File: config.mk
export PLATFORM = sky130hd
export DESIGN_NAME = rob_top
export DESIGN_NICKNAME = d
export VERILOG_FILES = /design/src/rob_pkg.sv /design/src/rob_commit_sel.sv /design/src/rob_credit.sv /design/src/rob_entry.sv /design/src/rob_ptr.sv /design/src/rob_top.sv
export SDC_FILE = /design/constraint.sdc
export NUM_CORES = 2
export LEC_CHECK = 0
export BUFFER_PORTS_ARGS = -buffer_cell sky130_fd_sc_hd__buf_2
export CORE_MARGIN = 5
export CORE_UTILIZATION = 30
export CTS_CLUSTER_SIZE = 8
export DETAILED_ROUTE_END_ITERATION = 10
export PLACE_DENSITY = 0.53
export SLEW_MARGIN = 20
export SYNTH_ARGS = -nofsm -noshare
export SYNTH_HDL_FRONTEND = slang
export SYNTH_HIERARCHICAL = 1
export SYNTH_SLANG_ARGS = --single-unit
File: constraint.sdc
create_clock -name i_clk -period 7.5 [get_ports i_clk]
set_input_delay 1.5 -clock i_clk [delete_from_list [all_inputs] [get_ports i_clk]]
set_output_delay 1.5 -clock i_clk [all_outputs]
set_load 0.03 [all_outputs]
File: src/rob_pkg.sv
package rob_pkg;

  localparam int DISP_SIZE       = 2;
  localparam int ROB_ENTRIES_DEF = 8;
  localparam int ROB_ID_W_DEF    = 4;   // log2(ROB_ENTRIES_DEF) + wrap bit
  localparam int DONE_PORTS      = 2;
  localparam int PC_W            = 32;
  localparam int RNID_W          = 6;
  localparam int REGIDX_W        = 5;

  typedef enum logic [3:0] {
    INST_ADDR_MISALIGN = 4'd0,
    INST_ACC_FAULT     = 4'd1,
    ILLEGAL_INST       = 4'd2,
    LOAD_ACC_FAULT     = 4'd5,
    STORE_ACC_FAULT    = 4'd7,
    INST_PAGE_FAULT    = 4'd12
  } except_t;

  // One dispatched slot, 19 bits
  typedef struct packed {
    logic                valid;
    logic                rd_valid;
    logic [REGIDX_W-1:0] rd_regidx;
    logic [RNID_W-1:0]   rd_rnid;
    logic [RNID_W-1:0]   rd_old_rnid;
  } disp_inst_t;

  typedef struct packed {
    logic                        valid;
    logic [PC_W-1:0]             pc;    // Slot i sits at pc + 4*i
    disp_inst_t [DISP_SIZE-1:0]  inst;
  } disp_grp_t;

  typedef struct packed {
    logic                    valid;
    logic [ROB_ID_W_DEF-1:0] cmt_id;
    logic [DISP_SIZE-1:0]    grp_oh;
    logic                    except_valid;
    except_t                 except_type;
    logic [PC_W-1:0]         tval;
  } done_rpt_t;

  typedef struct packed {
    logic                    valid;
    logic [ROB_ID_W_DEF-1:0] cmt_id;
    logic [DISP_SIZE-1:0]    grp_oh;
    logic                    mispredict;
    logic [PC_W-1:0]         target;
  } br_upd_t;

  typedef struct packed {
    logic                              valid;
    logic                              dead;
    logic [PC_W-1:0]                   pc;
    logic [DISP_SIZE-1:0]              grp_id;       // Valid slots
    logic [DISP_SIZE-1:0]              done_grp_id;
    logic [DISP_SIZE-1:0]              except_valid;
    logic [DISP_SIZE-1:0]              br_upd_valid;
    except_t [DISP_SIZE-1:0]           except_type;
    logic [DISP_SIZE-1:0][PC_W-1:0]    tval;
    logic [DISP_SIZE-1:0][PC_W-1:0]    br_target;
    disp_inst_t [DISP_SIZE-1:0]        inst;
  } rob_entry_t;

  typedef struct packed {
    logic                    commit;
    logic [ROB_ID_W_DEF-1:0] cmt_id;
    logic [DISP_SIZE-1:0]    grp_id;
    logic                    flush_valid;
    logic [PC_W-1:0]         upd_pc_vaddr;
    logic                    except_valid;
    except_t                 except_type;
    logic [PC_W-1:0]         epc;
    logic [PC_W-1:0]         tval;
    logic [DISP_SIZE-1:0]    dead_id;
    logic                    all_dead;
  } commit_t;

  typedef struct packed {
    logic                               commit;
    logic [DISP_SIZE-1:0]               rnid_valid;
    logic [DISP_SIZE-1:0][REGIDX_W-1:0] rd_regidx;
    logic [DISP_SIZE-1:0][RNID_W-1:0]   rd_rnid;
    logic [DISP_SIZE-1:0][RNID_W-1:0]   old_rnid;
    logic [DISP_SIZE-1:0]               dead_id;
    logic                               all_dead;
  } rnid_upd_t;

endpackage

File: src/rob_commit_sel.sv
module rob_commit_sel
  import rob_pkg::*;
(
  input  rob_entry_t              i_head,
  input  logic [ROB_ID_W_DEF-1:0] i_head_id,
  input  logic                    i_all_done,
  input  logic                    i_killing,
  output commit_t                 o_commit,
  output rnid_upd_t               o_rnid_upd
);

  localparam int SLOT_W = $clog2(DISP_SIZE);

  logic [DISP_SIZE-1:0] w_upd_valid;
  logic [DISP_SIZE-1:0] w_sel_oh;
  logic [DISP_SIZE-1:0] w_except_oh;
  logic [DISP_SIZE-1:0] w_br_oh;
  logic [DISP_SIZE-1:0] w_above;
  logic [DISP_SIZE-1:0] w_dead_id;
  logic [DISP_SIZE-1:0] w_live;
  logic [SLOT_W-1:0]    w_sel_idx;
  logic [3:0]           w_type_or;
  logic [PC_W-1:0]      w_tval_or;
  logic [PC_W-1:0]      w_target_or;
  logic [PC_W-1:0]      w_epc;
  except_t              w_except_type;
  logic                 w_commit;
  logic                 w_fetch_except;

  // Dead heads drain only during the kill phase
  assign w_commit = i_all_done & (~i_head.dead | i_killing);

  // First slot that redirects the PC
  assign w_upd_valid = i_head.br_upd_valid | i_head.except_valid;
  assign w_sel_oh    = w_upd_valid & ~(w_upd_valid - DISP_SIZE'(1));
  assign w_except_oh = w_sel_oh & i_head.except_valid;
  assign w_br_oh     = w_sel_oh & i_head.br_upd_valid & ~i_head.except_valid;
  assign w_above     = ~(w_sel_oh | (w_sel_oh - DISP_SIZE'(1)));   // Slots after the selected one

  always_comb begin
    w_sel_idx   = '0;
    w_type_or   = '0;
    w_tval_or   = '0;
    w_target_or = '0;
    for (int d = 0; d < DISP_SIZE; d++) begin
      if (w_sel_oh[d]) w_sel_idx = SLOT_W'(d);
      if (w_except_oh[d]) begin
        w_type_or |= i_head.except_type[d];
        w_tval_or |= i_head.tval[d];
      end
      if (w_br_oh[d]) w_target_or |= i_head.br_target[d];
    end
  end

  assign w_except_type  = except_t'(w_type_or);
  assign w_epc          = i_head.pc + {{(PC_W-SLOT_W-2){1'b0}}, w_sel_idx, 2'b00};
  assign w_fetch_except = w_except_type inside {INST_ADDR_MISALIGN, INST_ACC_FAULT,
                                                INST_PAGE_FAULT};

  // A dead head has every slot dead
  assign w_dead_id = i_head.dead ? i_head.grp_id : (w_above & i_head.grp_id);
  assign w_live    = i_head.grp_id & ~w_dead_id;

  always_comb begin
    o_commit.commit       = w_commit;
    o_commit.cmt_id       = i_head_id;
    o_commit.grp_id       = i_head.grp_id;
    o_commit.flush_valid  = (|w_sel_oh) & ~i_head.dead;
    o_commit.upd_pc_vaddr = (|w_except_oh) ? w_epc : w_target_or;
    o_commit.except_valid = (|w_except_oh) & ~i_head.dead;
    o_commit.except_type  = w_except_type;
    o_commit.epc          = w_epc;
    o_commit.tval         = w_fetch_except ? w_epc : w_tval_or;
    o_commit.dead_id      = w_dead_id;
    o_commit.all_dead     = i_head.dead;
  end

  always_comb begin
    o_rnid_upd.commit   = w_commit;
    o_rnid_upd.dead_id  = w_dead_id;
    o_rnid_upd.all_dead = i_head.dead;
    for (int d = 0; d < DISP_SIZE; d++) begin
      o_rnid_upd.rnid_valid[d] = w_live[d] & i_head.inst[d].rd_valid;
      o_rnid_upd.rd_regidx[d]  = i_head.inst[d].rd_regidx;
      o_rnid_upd.rd_rnid[d]    = i_head.inst[d].rd_rnid;
      o_rnid_upd.old_rnid[d]   = i_head.inst[d].rd_old_rnid;
    end
  end

endmodule

File: src/rob_credit.sv
module rob_credit #(
  parameter int  ROB_ENTRIES = 8,
  localparam int CNT_W       = $clog2(ROB_ENTRIES) + 1
) (
  input  logic             i_clk,
  input  logic             i_reset_n,
  input  logic             i_disp_valid,
  input  logic             i_commit,
  output logic             o_credit_valid,
  output logic [CNT_W-1:0] o_credit_val
);

  logic [CNT_W-1:0] r_count;   // Groups held in the ROB
  logic             r_credit_valid;
  logic [CNT_W-1:0] r_credit_val;

  always_ff @(posedge i_clk or negedge i_reset_n) begin
    if (!i_reset_n) begin
      r_count <= '0;
    end else begin
      case ({i_disp_valid, i_commit})
        2'b10:   r_count <= r_count + CNT_W'(1);
        2'b01:   r_count <= r_count - CNT_W'(1);
        default: r_count <= r_count;
      endcase
    end
  end

  // One credit back per commit, a cycle later
  always_ff @(posedge i_clk or negedge i_reset_n) begin
    if (!i_reset_n) begin
      r_credit_valid <= 1'b0;
      r_credit_val   <= '0;
    end else begin
      r_credit_valid <= i_commit;
      r_credit_val   <= i_commit ? CNT_W'(1) : '0;
    end
  end

  assign o_credit_valid = r_credit_valid;
  assign o_credit_val   = r_credit_val;

  a_no_overflow: assert property (@(posedge i_clk) disable iff (!i_reset_n)
    r_count <= CNT_W'(ROB_ENTRIES));

endmodule

File: src/rob_entry.sv
module rob_entry
  import rob_pkg::*;
#(
  parameter int  ROB_ENTRIES = 8,
  parameter int  ENTRY_IDX   = 0,
  localparam int IDX_W       = $clog2(ROB_ENTRIES),
  localparam int ROB_ID_W    = IDX_W + 1
) (
  input  logic       i_clk,
  input  logic       i_reset_n,
  input  logic       i_load,
  input  logic       i_load_dead,
  input  disp_grp_t  i_disp,
  input  done_rpt_t  i_done_rpt [DONE_PORTS],
  input  br_upd_t    i_br_upd,
  input  logic       i_retire,
  input  logic       i_kill,
  output rob_entry_t o_entry,
  output logic       o_all_done
);

  logic                 r_valid;
  logic                 r_dead;
  logic                 r_wrap;   // Wrap bit of the current occupant
  logic [DISP_SIZE-1:0] r_grp_id;
  logic [DISP_SIZE-1:0] r_done_grp_id;
  logic [DISP_SIZE-1:0] r_except_valid;
  logic [DISP_SIZE-1:0] r_br_upd_valid;

  logic [PC_W-1:0]                r_pc;
  disp_inst_t [DISP_SIZE-1:0]     r_inst;
  except_t [DISP_SIZE-1:0]        r_except_type;
  logic [DISP_SIZE-1:0][PC_W-1:0] r_tval;
  logic [DISP_SIZE-1:0][PC_W-1:0] r_br_target;

  logic [ROB_ID_W-1:0]   w_full_id;
  logic [DONE_PORTS-1:0] w_rpt_hit;
  logic                  w_br_hit;
  logic [DISP_SIZE-1:0]  w_load_grp_id;
  logic [DISP_SIZE-1:0]  w_done_set;
  logic [DISP_SIZE-1:0]  w_except_set;
  logic [DISP_SIZE-1:0]  w_br_set;

  assign w_full_id = {r_wrap, IDX_W'(ENTRY_IDX)};

  for (genvar d = 0; d < DISP_SIZE; d++) begin : g_slot
    assign w_load_grp_id[d] = i_disp.inst[d].valid;
  end

  for (genvar p = 0; p < DONE_PORTS; p++) begin : g_port
    assign w_rpt_hit[p] = i_done_rpt[p].valid & r_valid & (i_done_rpt[p].cmt_id == w_full_id);

    a_rpt_slot_valid: assert property (@(posedge i_clk) disable iff (!i_reset_n)
      w_rpt_hit[p] |-> ((i_done_rpt[p].grp_oh & ~r_grp_id) == '0));
  end

  assign w_br_hit = i_br_upd.valid & r_valid & (i_br_upd.cmt_id == w_full_id);
  assign w_br_set = (w_br_hit & i_br_upd.mispredict) ? i_br_upd.grp_oh : '0;

  always_comb begin
    w_done_set   = '0;
    w_except_set = '0;
    for (int p = 0; p < DONE_PORTS; p++) begin
      if (w_rpt_hit[p]) begin
        w_done_set |= i_done_rpt[p].grp_oh;
        if (i_done_rpt[p].except_valid) w_except_set |= i_done_rpt[p].grp_oh;
      end
    end
  end

  always_ff @(posedge i_clk or negedge i_reset_n) begin
    if (!i_reset_n) begin
      r_valid        <= 1'b0;
      r_dead         <= 1'b0;
      r_wrap         <= 1'b0;
      r_grp_id       <= '0;
      r_done_grp_id  <= '0;
      r_except_valid <= '0;
      r_br_upd_valid <= '0;
    end else if (i_load) begin
      r_valid        <= 1'b1;
      r_dead         <= i_load_dead;   // Dispatched under a flush
      r_grp_id       <= w_load_grp_id;
      r_done_grp_id  <= '0;
      r_except_valid <= '0;
      r_br_upd_valid <= '0;
    end else begin
      if (i_retire) begin
        r_valid <= 1'b0;
        r_wrap  <= ~r_wrap;   // Next occupant has the other wrap
      end
      if (i_kill && r_valid) r_dead <= 1'b1;
      r_done_grp_id  <= r_done_grp_id | w_done_set;
      r_except_valid <= r_except_valid | w_except_set;
      r_br_upd_valid <= r_br_upd_valid | w_br_set;
    end
  end

  always_ff @(posedge i_clk) begin
    if (i_load) begin
      r_pc   <= i_disp.pc;
      r_inst <= i_disp.inst;
    end
    for (int d = 0; d < DISP_SIZE; d++) begin
      for (int p = 0; p < DONE_PORTS; p++) begin
        if (w_rpt_hit[p] && i_done_rpt[p].except_valid && i_done_rpt[p].grp_oh[d]) begin
          r_except_type[d] <= i_done_rpt[p].except_type;
          r_tval[d]        <= i_done_rpt[p].tval;
        end
      end
      if (w_br_set[d]) r_br_target[d] <= i_br_upd.target;
    end
  end

  always_comb begin
    o_entry.valid        = r_valid;
    o_entry.dead         = r_dead;
    o_entry.pc           = r_pc;
    o_entry.grp_id       = r_grp_id;
    o_entry.done_grp_id  = r_done_grp_id;
    o_entry.except_valid = r_except_valid;
    o_entry.br_upd_valid = r_br_upd_valid;
    o_entry.except_type  = r_except_type;
    o_entry.tval         = r_tval;
    o_entry.br_target    = r_br_target;
    o_entry.inst         = r_inst;
  end

  assign o_all_done = r_valid & (((r_done_grp_id & r_grp_id) == r_grp_id) | r_dead);

endmodule

File: src/rob_ptr.sv
module rob_ptr #(
  parameter int  ROB_ENTRIES = 8,
  localparam int IDX_W       = $clog2(ROB_ENTRIES),
  localparam int ROB_ID_W    = IDX_W + 1
) (
  input  logic                i_clk,
  input  logic                i_reset_n,
  input  logic                i_in_valid,
  input  logic                i_out_valid,
  output logic [ROB_ID_W-1:0] o_in_id,
  output logic [ROB_ID_W-1:0] o_out_id,
  output logic                o_empty,
  output logic                o_full
);

  logic [ROB_ID_W-1:0] r_in_id;
  logic [ROB_ID_W-1:0] r_out_id;

  // Counters wrap naturally over 2*ROB_ENTRIES
  always_ff @(posedge i_clk or negedge i_reset_n) begin
    if (!i_reset_n) begin
      r_in_id  <= '0;
      r_out_id <= '0;
    end else begin
      if (i_in_valid)  r_in_id  <= r_in_id + ROB_ID_W'(1);
      if (i_out_valid) r_out_id <= r_out_id + ROB_ID_W'(1);
    end
  end

  assign o_in_id  = r_in_id;
  assign o_out_id = r_out_id;
  assign o_empty  = (r_in_id == r_out_id);
  // Same index, opposite wrap
  assign o_full   = (r_in_id == (r_out_id ^ ROB_ID_W'(ROB_ENTRIES)));

  a_no_push_full: assert property (@(posedge i_clk) disable iff (!i_reset_n)
    i_in_valid |-> !o_full);
  a_no_pop_empty: assert property (@(posedge i_clk) disable iff (!i_reset_n)
    i_out_valid |-> !o_empty);

endmodule

File: src/rob_top.sv
module rob_top
  import rob_pkg::*;
#(
  parameter int  ROB_ENTRIES = ROB_ENTRIES_DEF,
  localparam int IDX_W       = $clog2(ROB_ENTRIES),
  localparam int ROB_ID_W    = IDX_W + 1
) (
  input  logic                i_clk,
  input  logic                i_reset_n,
  input  disp_grp_t           i_disp,
  output logic [ROB_ID_W-1:0] o_new_cmt_id,
  input  done_rpt_t           i_done_rpt [DONE_PORTS],
  input  br_upd_t             i_br_upd,
  output commit_t             o_commit,
  output rnid_upd_t           o_rnid_upd,
  output logic                o_credit_valid,
  output logic [IDX_W:0]      o_credit_val
);

  if (ROB_ID_W != ROB_ID_W_DEF) begin : g_id_w_check
    $error("ROB_ENTRIES does not match ROB_ID_W_DEF");
  end

  rob_entry_t           w_entries [ROB_ENTRIES];
  logic [ROB_ENTRIES-1:0] w_all_done;
  logic [ROB_ID_W-1:0]  w_in_id;
  logic [ROB_ID_W-1:0]  w_out_id;
  logic [ROB_ID_W-1:0]  w_out_id_next;
  logic [IDX_W-1:0]     w_in_idx;
  logic [IDX_W-1:0]     w_out_idx;
  logic                 w_empty;
  rob_entry_t           w_head;
  logic                 w_flush;
  logic                 w_rob_left;   // Something remains after this commit
  logic                 r_killing;

  rob_ptr #(.ROB_ENTRIES(ROB_ENTRIES)) u_ptr (
    .i_clk       (i_clk),
    .i_reset_n   (i_reset_n),
    .i_in_valid  (i_disp.valid),
    .i_out_valid (o_commit.commit),
    .o_in_id     (w_in_id),
    .o_out_id    (w_out_id),
    .o_empty     (w_empty),
    .o_full      ()
  );

  assign w_in_idx      = w_in_id[IDX_W-1:0];
  assign w_out_idx     = w_out_id[IDX_W-1:0];
  assign w_out_id_next = w_out_id + ROB_ID_W'(1);
  assign o_new_cmt_id  = w_in_id;

  // Live flush only, dead heads never redirect
  assign w_flush    = o_commit.commit & o_commit.flush_valid;
  assign w_rob_left = (w_in_id != w_out_id_next) | i_disp.valid;

  for (genvar c = 0; c < ROB_ENTRIES; c++) begin : g_entry
    rob_entry #(
      .ROB_ENTRIES (ROB_ENTRIES),
      .ENTRY_IDX   (c)
    ) u_entry (
      .i_clk       (i_clk),
      .i_reset_n   (i_reset_n),
      .i_load      (i_disp.valid & (w_in_idx == IDX_W'(c))),
      .i_load_dead (w_flush),
      .i_disp      (i_disp),
      .i_done_rpt  (i_done_rpt),
      .i_br_upd    (i_br_upd),
      .i_retire    (o_commit.commit & (w_out_idx == IDX_W'(c))),
      .i_kill      (w_flush & (w_out_idx != IDX_W'(c))),
      .o_entry     (w_entries[c]),
      .o_all_done  (w_all_done[c])
    );
  end

  assign w_head = w_entries[w_out_idx];

  rob_commit_sel u_commit_sel (
    .i_head     (w_head),
    .i_head_id  (w_out_id),
    .i_all_done (w_all_done[w_out_idx]),
    .i_killing  (r_killing),
    .o_commit   (o_commit),
    .o_rnid_upd (o_rnid_upd)
  );

  rob_credit #(.ROB_ENTRIES(ROB_ENTRIES)) u_credit (
    .i_clk          (i_clk),
    .i_reset_n      (i_reset_n),
    .i_disp_valid   (i_disp.valid),
    .i_commit       (o_commit.commit),
    .o_credit_valid (o_credit_valid),
    .o_credit_val   (o_credit_val)
  );

  // Kill phase lasts until the dead groups have drained
  always_ff @(posedge i_clk or negedge i_reset_n) begin
    if (!i_reset_n) begin
      r_killing <= 1'b0;
    end else if (w_flush && w_rob_left) begin
      r_killing <= 1'b1;
    end else if (r_killing && (w_empty || !w_head.dead)) begin
      r_killing <= 1'b0;
    end
  end

  a_dead_head_killing: assert property (@(posedge i_clk) disable iff (!i_reset_n)
    w_head.valid && w_head.dead |-> r_killing);

endmodule

==> results.py <==
metrics = {
    "place": {
        "place_area_mm2": 0.0835,
        "dp_hpwl_um": 145000,
        "gp_congestion": 0.801,
        "portBuffers": 358,
    },
    "pwr": {
        "powerDensity_mw_per_mm2": 397,
        "p_leak_nw": 31.2,
        "p_sw_frac": 0.391,
        "p_sw_w": 0.0140,
        "power_frac_clock": 0.268,
        "p_int_w": 0.0218,
        "p_comb_frac": 0.399,
        "ir_worst_vdd_v": 0.000481,
        "pwr-share-seq": 0.332,
    },
    "final_layout": {
        "final_nets": 5034,
        "fillers": 24400,
        "area_growth_pct": 15.2,
        "final_common_cell": "edfxtp_1",
        "final_cell_mix": "edfxtp_1 (1632), nand2_1 (684), mux4_2 (424)",
        "layout-drive-gt1-share": 0.373,
        "design_area_mm2": 0.0901,
    },
    "global_route": {
        "grt.overflow.total": 0,
        "grt_pass1_wl_um": 348000,
        "grt_usage": 0.179,
        "grtUsageMet3": 0.0429,
        "use_met1": 0.220,
        "grt_util_met2": 0.306,
        "top_usage_layer": "met2",
        "grt_pass1_vias": 44600,
        "grt_max_degree": 108,
        "antenna_found_initial": 109,
    },
    "setup_path": {
        "crit_required_ns": 6.00,
        "arrival_ns": 5.77,
        "critPathLaunch": "u_ptr/o_out_id[2]$_DFFE_PN0P_",
        "cp-endpoint": "o_commit[82]",
        "reg2regPathDepth": 8,
        "rrSetupSlack_ns": 3.56,
        "r2r-end": "g_entry[7].u_entry/r_dead$_DFFE_PN0P_",
        "setup.worst_path.end_class": "primary output",
        "worstSetupPathType": "reg2out",
        "start_kind": "register",
        "crit_fanout": 69,
        "r2r-start": "u_ptr/o_out_id[0]$_DFFE_PN0P_",
    },
    "cts": {
        "cts_made_buffers": 236,
        "cts_setup_buffers": 0,
        "cts_sinks": 1730,
        "path_clk_slew_ns": 0.05,
        "htree_levels": 4,
        "cts_tree": "done",
        "cts.path.max_buffers": 3,
        "worstSkewPairLatency_ns": 0.88,
        "cts_root_buf": "clkbuf_16",
    },
    "synth": {
        "synthCells": 4421,
        "yosys_warnings": 6,
        "syn_area_mm2": 0.0782,
        "avgSynthCellArea_um2": 17.7,
    },
    "sta": {
        "relSlewSlack": 0.239,
        "rsz0062_at_grt": "false",
        "hold_viol": 0,
        "worst_pin_slew_ns": 1.14,
        "max_freq_mhz": 137,
        "setup_violations": 0,
        "slew_violations": 0,
        "tns_ns": 0,
        "min_period_over_period": 0.970,
        "min_period_ns": 7.27,
        "skew_ns": 0.0835,
    },
    "floorplan": {
        "die_w_um": 521,
        "io_pins": 362,
        "die_h_um": 521,
        "core-area_mm2": 0.259,
        "die_area_mm2": 0.271,
        "num_rows": 187,
        "start_util": 0.301,
    },
    "routing": {
        "num_vias": 43000,
        "routedWlPerCell_um": 29.9,
        "dr.pass1.iters": 5,
        "drc": 0,
        "antenna_left": 0,
        "routed_wl_um": 249000,
        "vias_per_cell": 5.17,
        "dr.first_iter.drc_count": 3863,
    },
    "flow_run": {
        "cap_violations": 0,
    },
    "hold_path": {
        "hold_class": "reg2reg",
    },
    "outcome": {
        "status": "finished, final reports clean",
    },
}
## what timing repair did
item / 4_1_cts / 5_1_grt
hold buffers: 0 / 0
resized for setup: 3 / 0
endpoints found under the setup margin: 2 / 0
## critical path, cell delays in order (launching register included)
cell	delay, ns
dfrtp_4	0.73
inv_8	0.56
nand2_1	0.13
nand2_2	0.12
buf_4	0.56
nand2b_1	0.51
nand2b_4	0.64
a221oi_1	1.09
a21oi_1	0.20
buf_2	0.26
## flip-flops by register name (all words and copies together), names as in the netlist
| signal | flops |
|---|---|
| u_credit/o_credit_val | 1 |
| u_ptr/o_out_id | 4 |
| g_entry.u_entry/r_dead | 8 |
| g_entry.u_entry/r_except_valid | 16 |
| g_entry.u_entry/r_pc | 256 |
| g_entry.u_entry/r_grp_id | 16 |
| g_entry.u_entry/o_entry | 1376 |
| u_ptr/o_in_id | 4 |
| r_killing | 1 |
| g_entry.u_entry/r_valid | 8 |
| g_entry.u_entry/r_wrap | 8 |
| g_entry.u_entry/r_br_upd_valid | 16 |
| g_entry.u_entry/r_done_grp_id | 16 |
## worst min path at each step
stage	from	end	slack [ns]	cells past startpoint
2_1_floorplan	g_entry[2].u_entry/r_br_upd_valid[0]$_DFF_PN0_	g_entry[2].u_entry/r_br_upd_valid[0]$_DFF_PN0_	0.46	2
3_3_place_gp	g_entry[6].u_entry/r_br_upd_valid[0]$_DFF_PN0_	g_entry[6].u_entry/r_br_upd_valid[0]$_DFF_PN0_	0.48	2
3_5_place_dp	g_entry[2].u_entry/r_br_upd_valid[0]$_DFF_PN0_	g_entry[2].u_entry/r_br_upd_valid[0]$_DFF_PN0_	0.49	2
4_1_cts	g_entry[2].u_entry/r_br_upd_valid[0]$_DFF_PN0_	g_entry[2].u_entry/r_br_upd_valid[0]$_DFF_PN0_	0.50	2
5_1_grt	g_entry[6].u_entry/r_br_upd_valid[0]$_DFF_PN0_	g_entry[6].u_entry/r_br_upd_valid[0]$_DFF_PN0_	0.52	2
6_report	g_entry[2].u_entry/r_br_upd_valid[1]$_DFF_PN0_	g_entry[2].u_entry/r_br_upd_valid[1]$_DFF_PN0_	0.50	2
## power by group through the flow
stage | registers (W) | clock network, W | logic [W]
global placement | 0.0120 | 0 | 0.0145
finish | 0.0119 | 0.00961 | 0.0143
global route | 0.0119 | 0.0102 | 0.0151
floorplan | 0.0118 | 0 | 0.00967
detailed placement | 0.0121 | 0 | 0.0145
CTS | 0.0119 | 0.00984 | 0.0146
## layer usage
metal	vias to the layer above	wire [µm]
met2	1426	124000
met5	-	299
li1	18200	-
met3	451	15400
met1	23000	98900
met4	48	9750
## through the flow
| step | instances | hold slack, ns | setup slack, ns | power (W) | utilization |
|---|---|---|---|---|---|
| 5_1_grt | 8301 | 0.518 | 0.0635 | 0.0372 | 0.347 |
| 4_1_cts | 8285 | 0.501 | 0.0503 | 0.0363 | 0.347 |
| 2_1_floorplan | 4423 | 0.461 | 0.199 | 0.0215 | - |
| 3_5_place_dp | 7987 | 0.488 | 0.472 | 0.0266 | 0.322 |
| 6_report | 8327 | 0.504 | 0.226 | 0.0358 | 0.347 |
| 3_3_place_gp | 7985 | 0.478 | 0.413 | 0.0265 | 0.322 |
## cell type report
type	count	area, µm²	area share
diodes	42	105	0.00117
clock buffers	279	6090	0.0676
clock inverters	19	388	0.00431
inverters	71	274	0.00304
multi-input cells	2317	24700	0.274
flip-flops and latches	1730	51500	0.571
well taps	3402	4260	0.0473
repair buffers	467	2760	0.0307
Note: power is estimated with default switching activity, not from simulation.
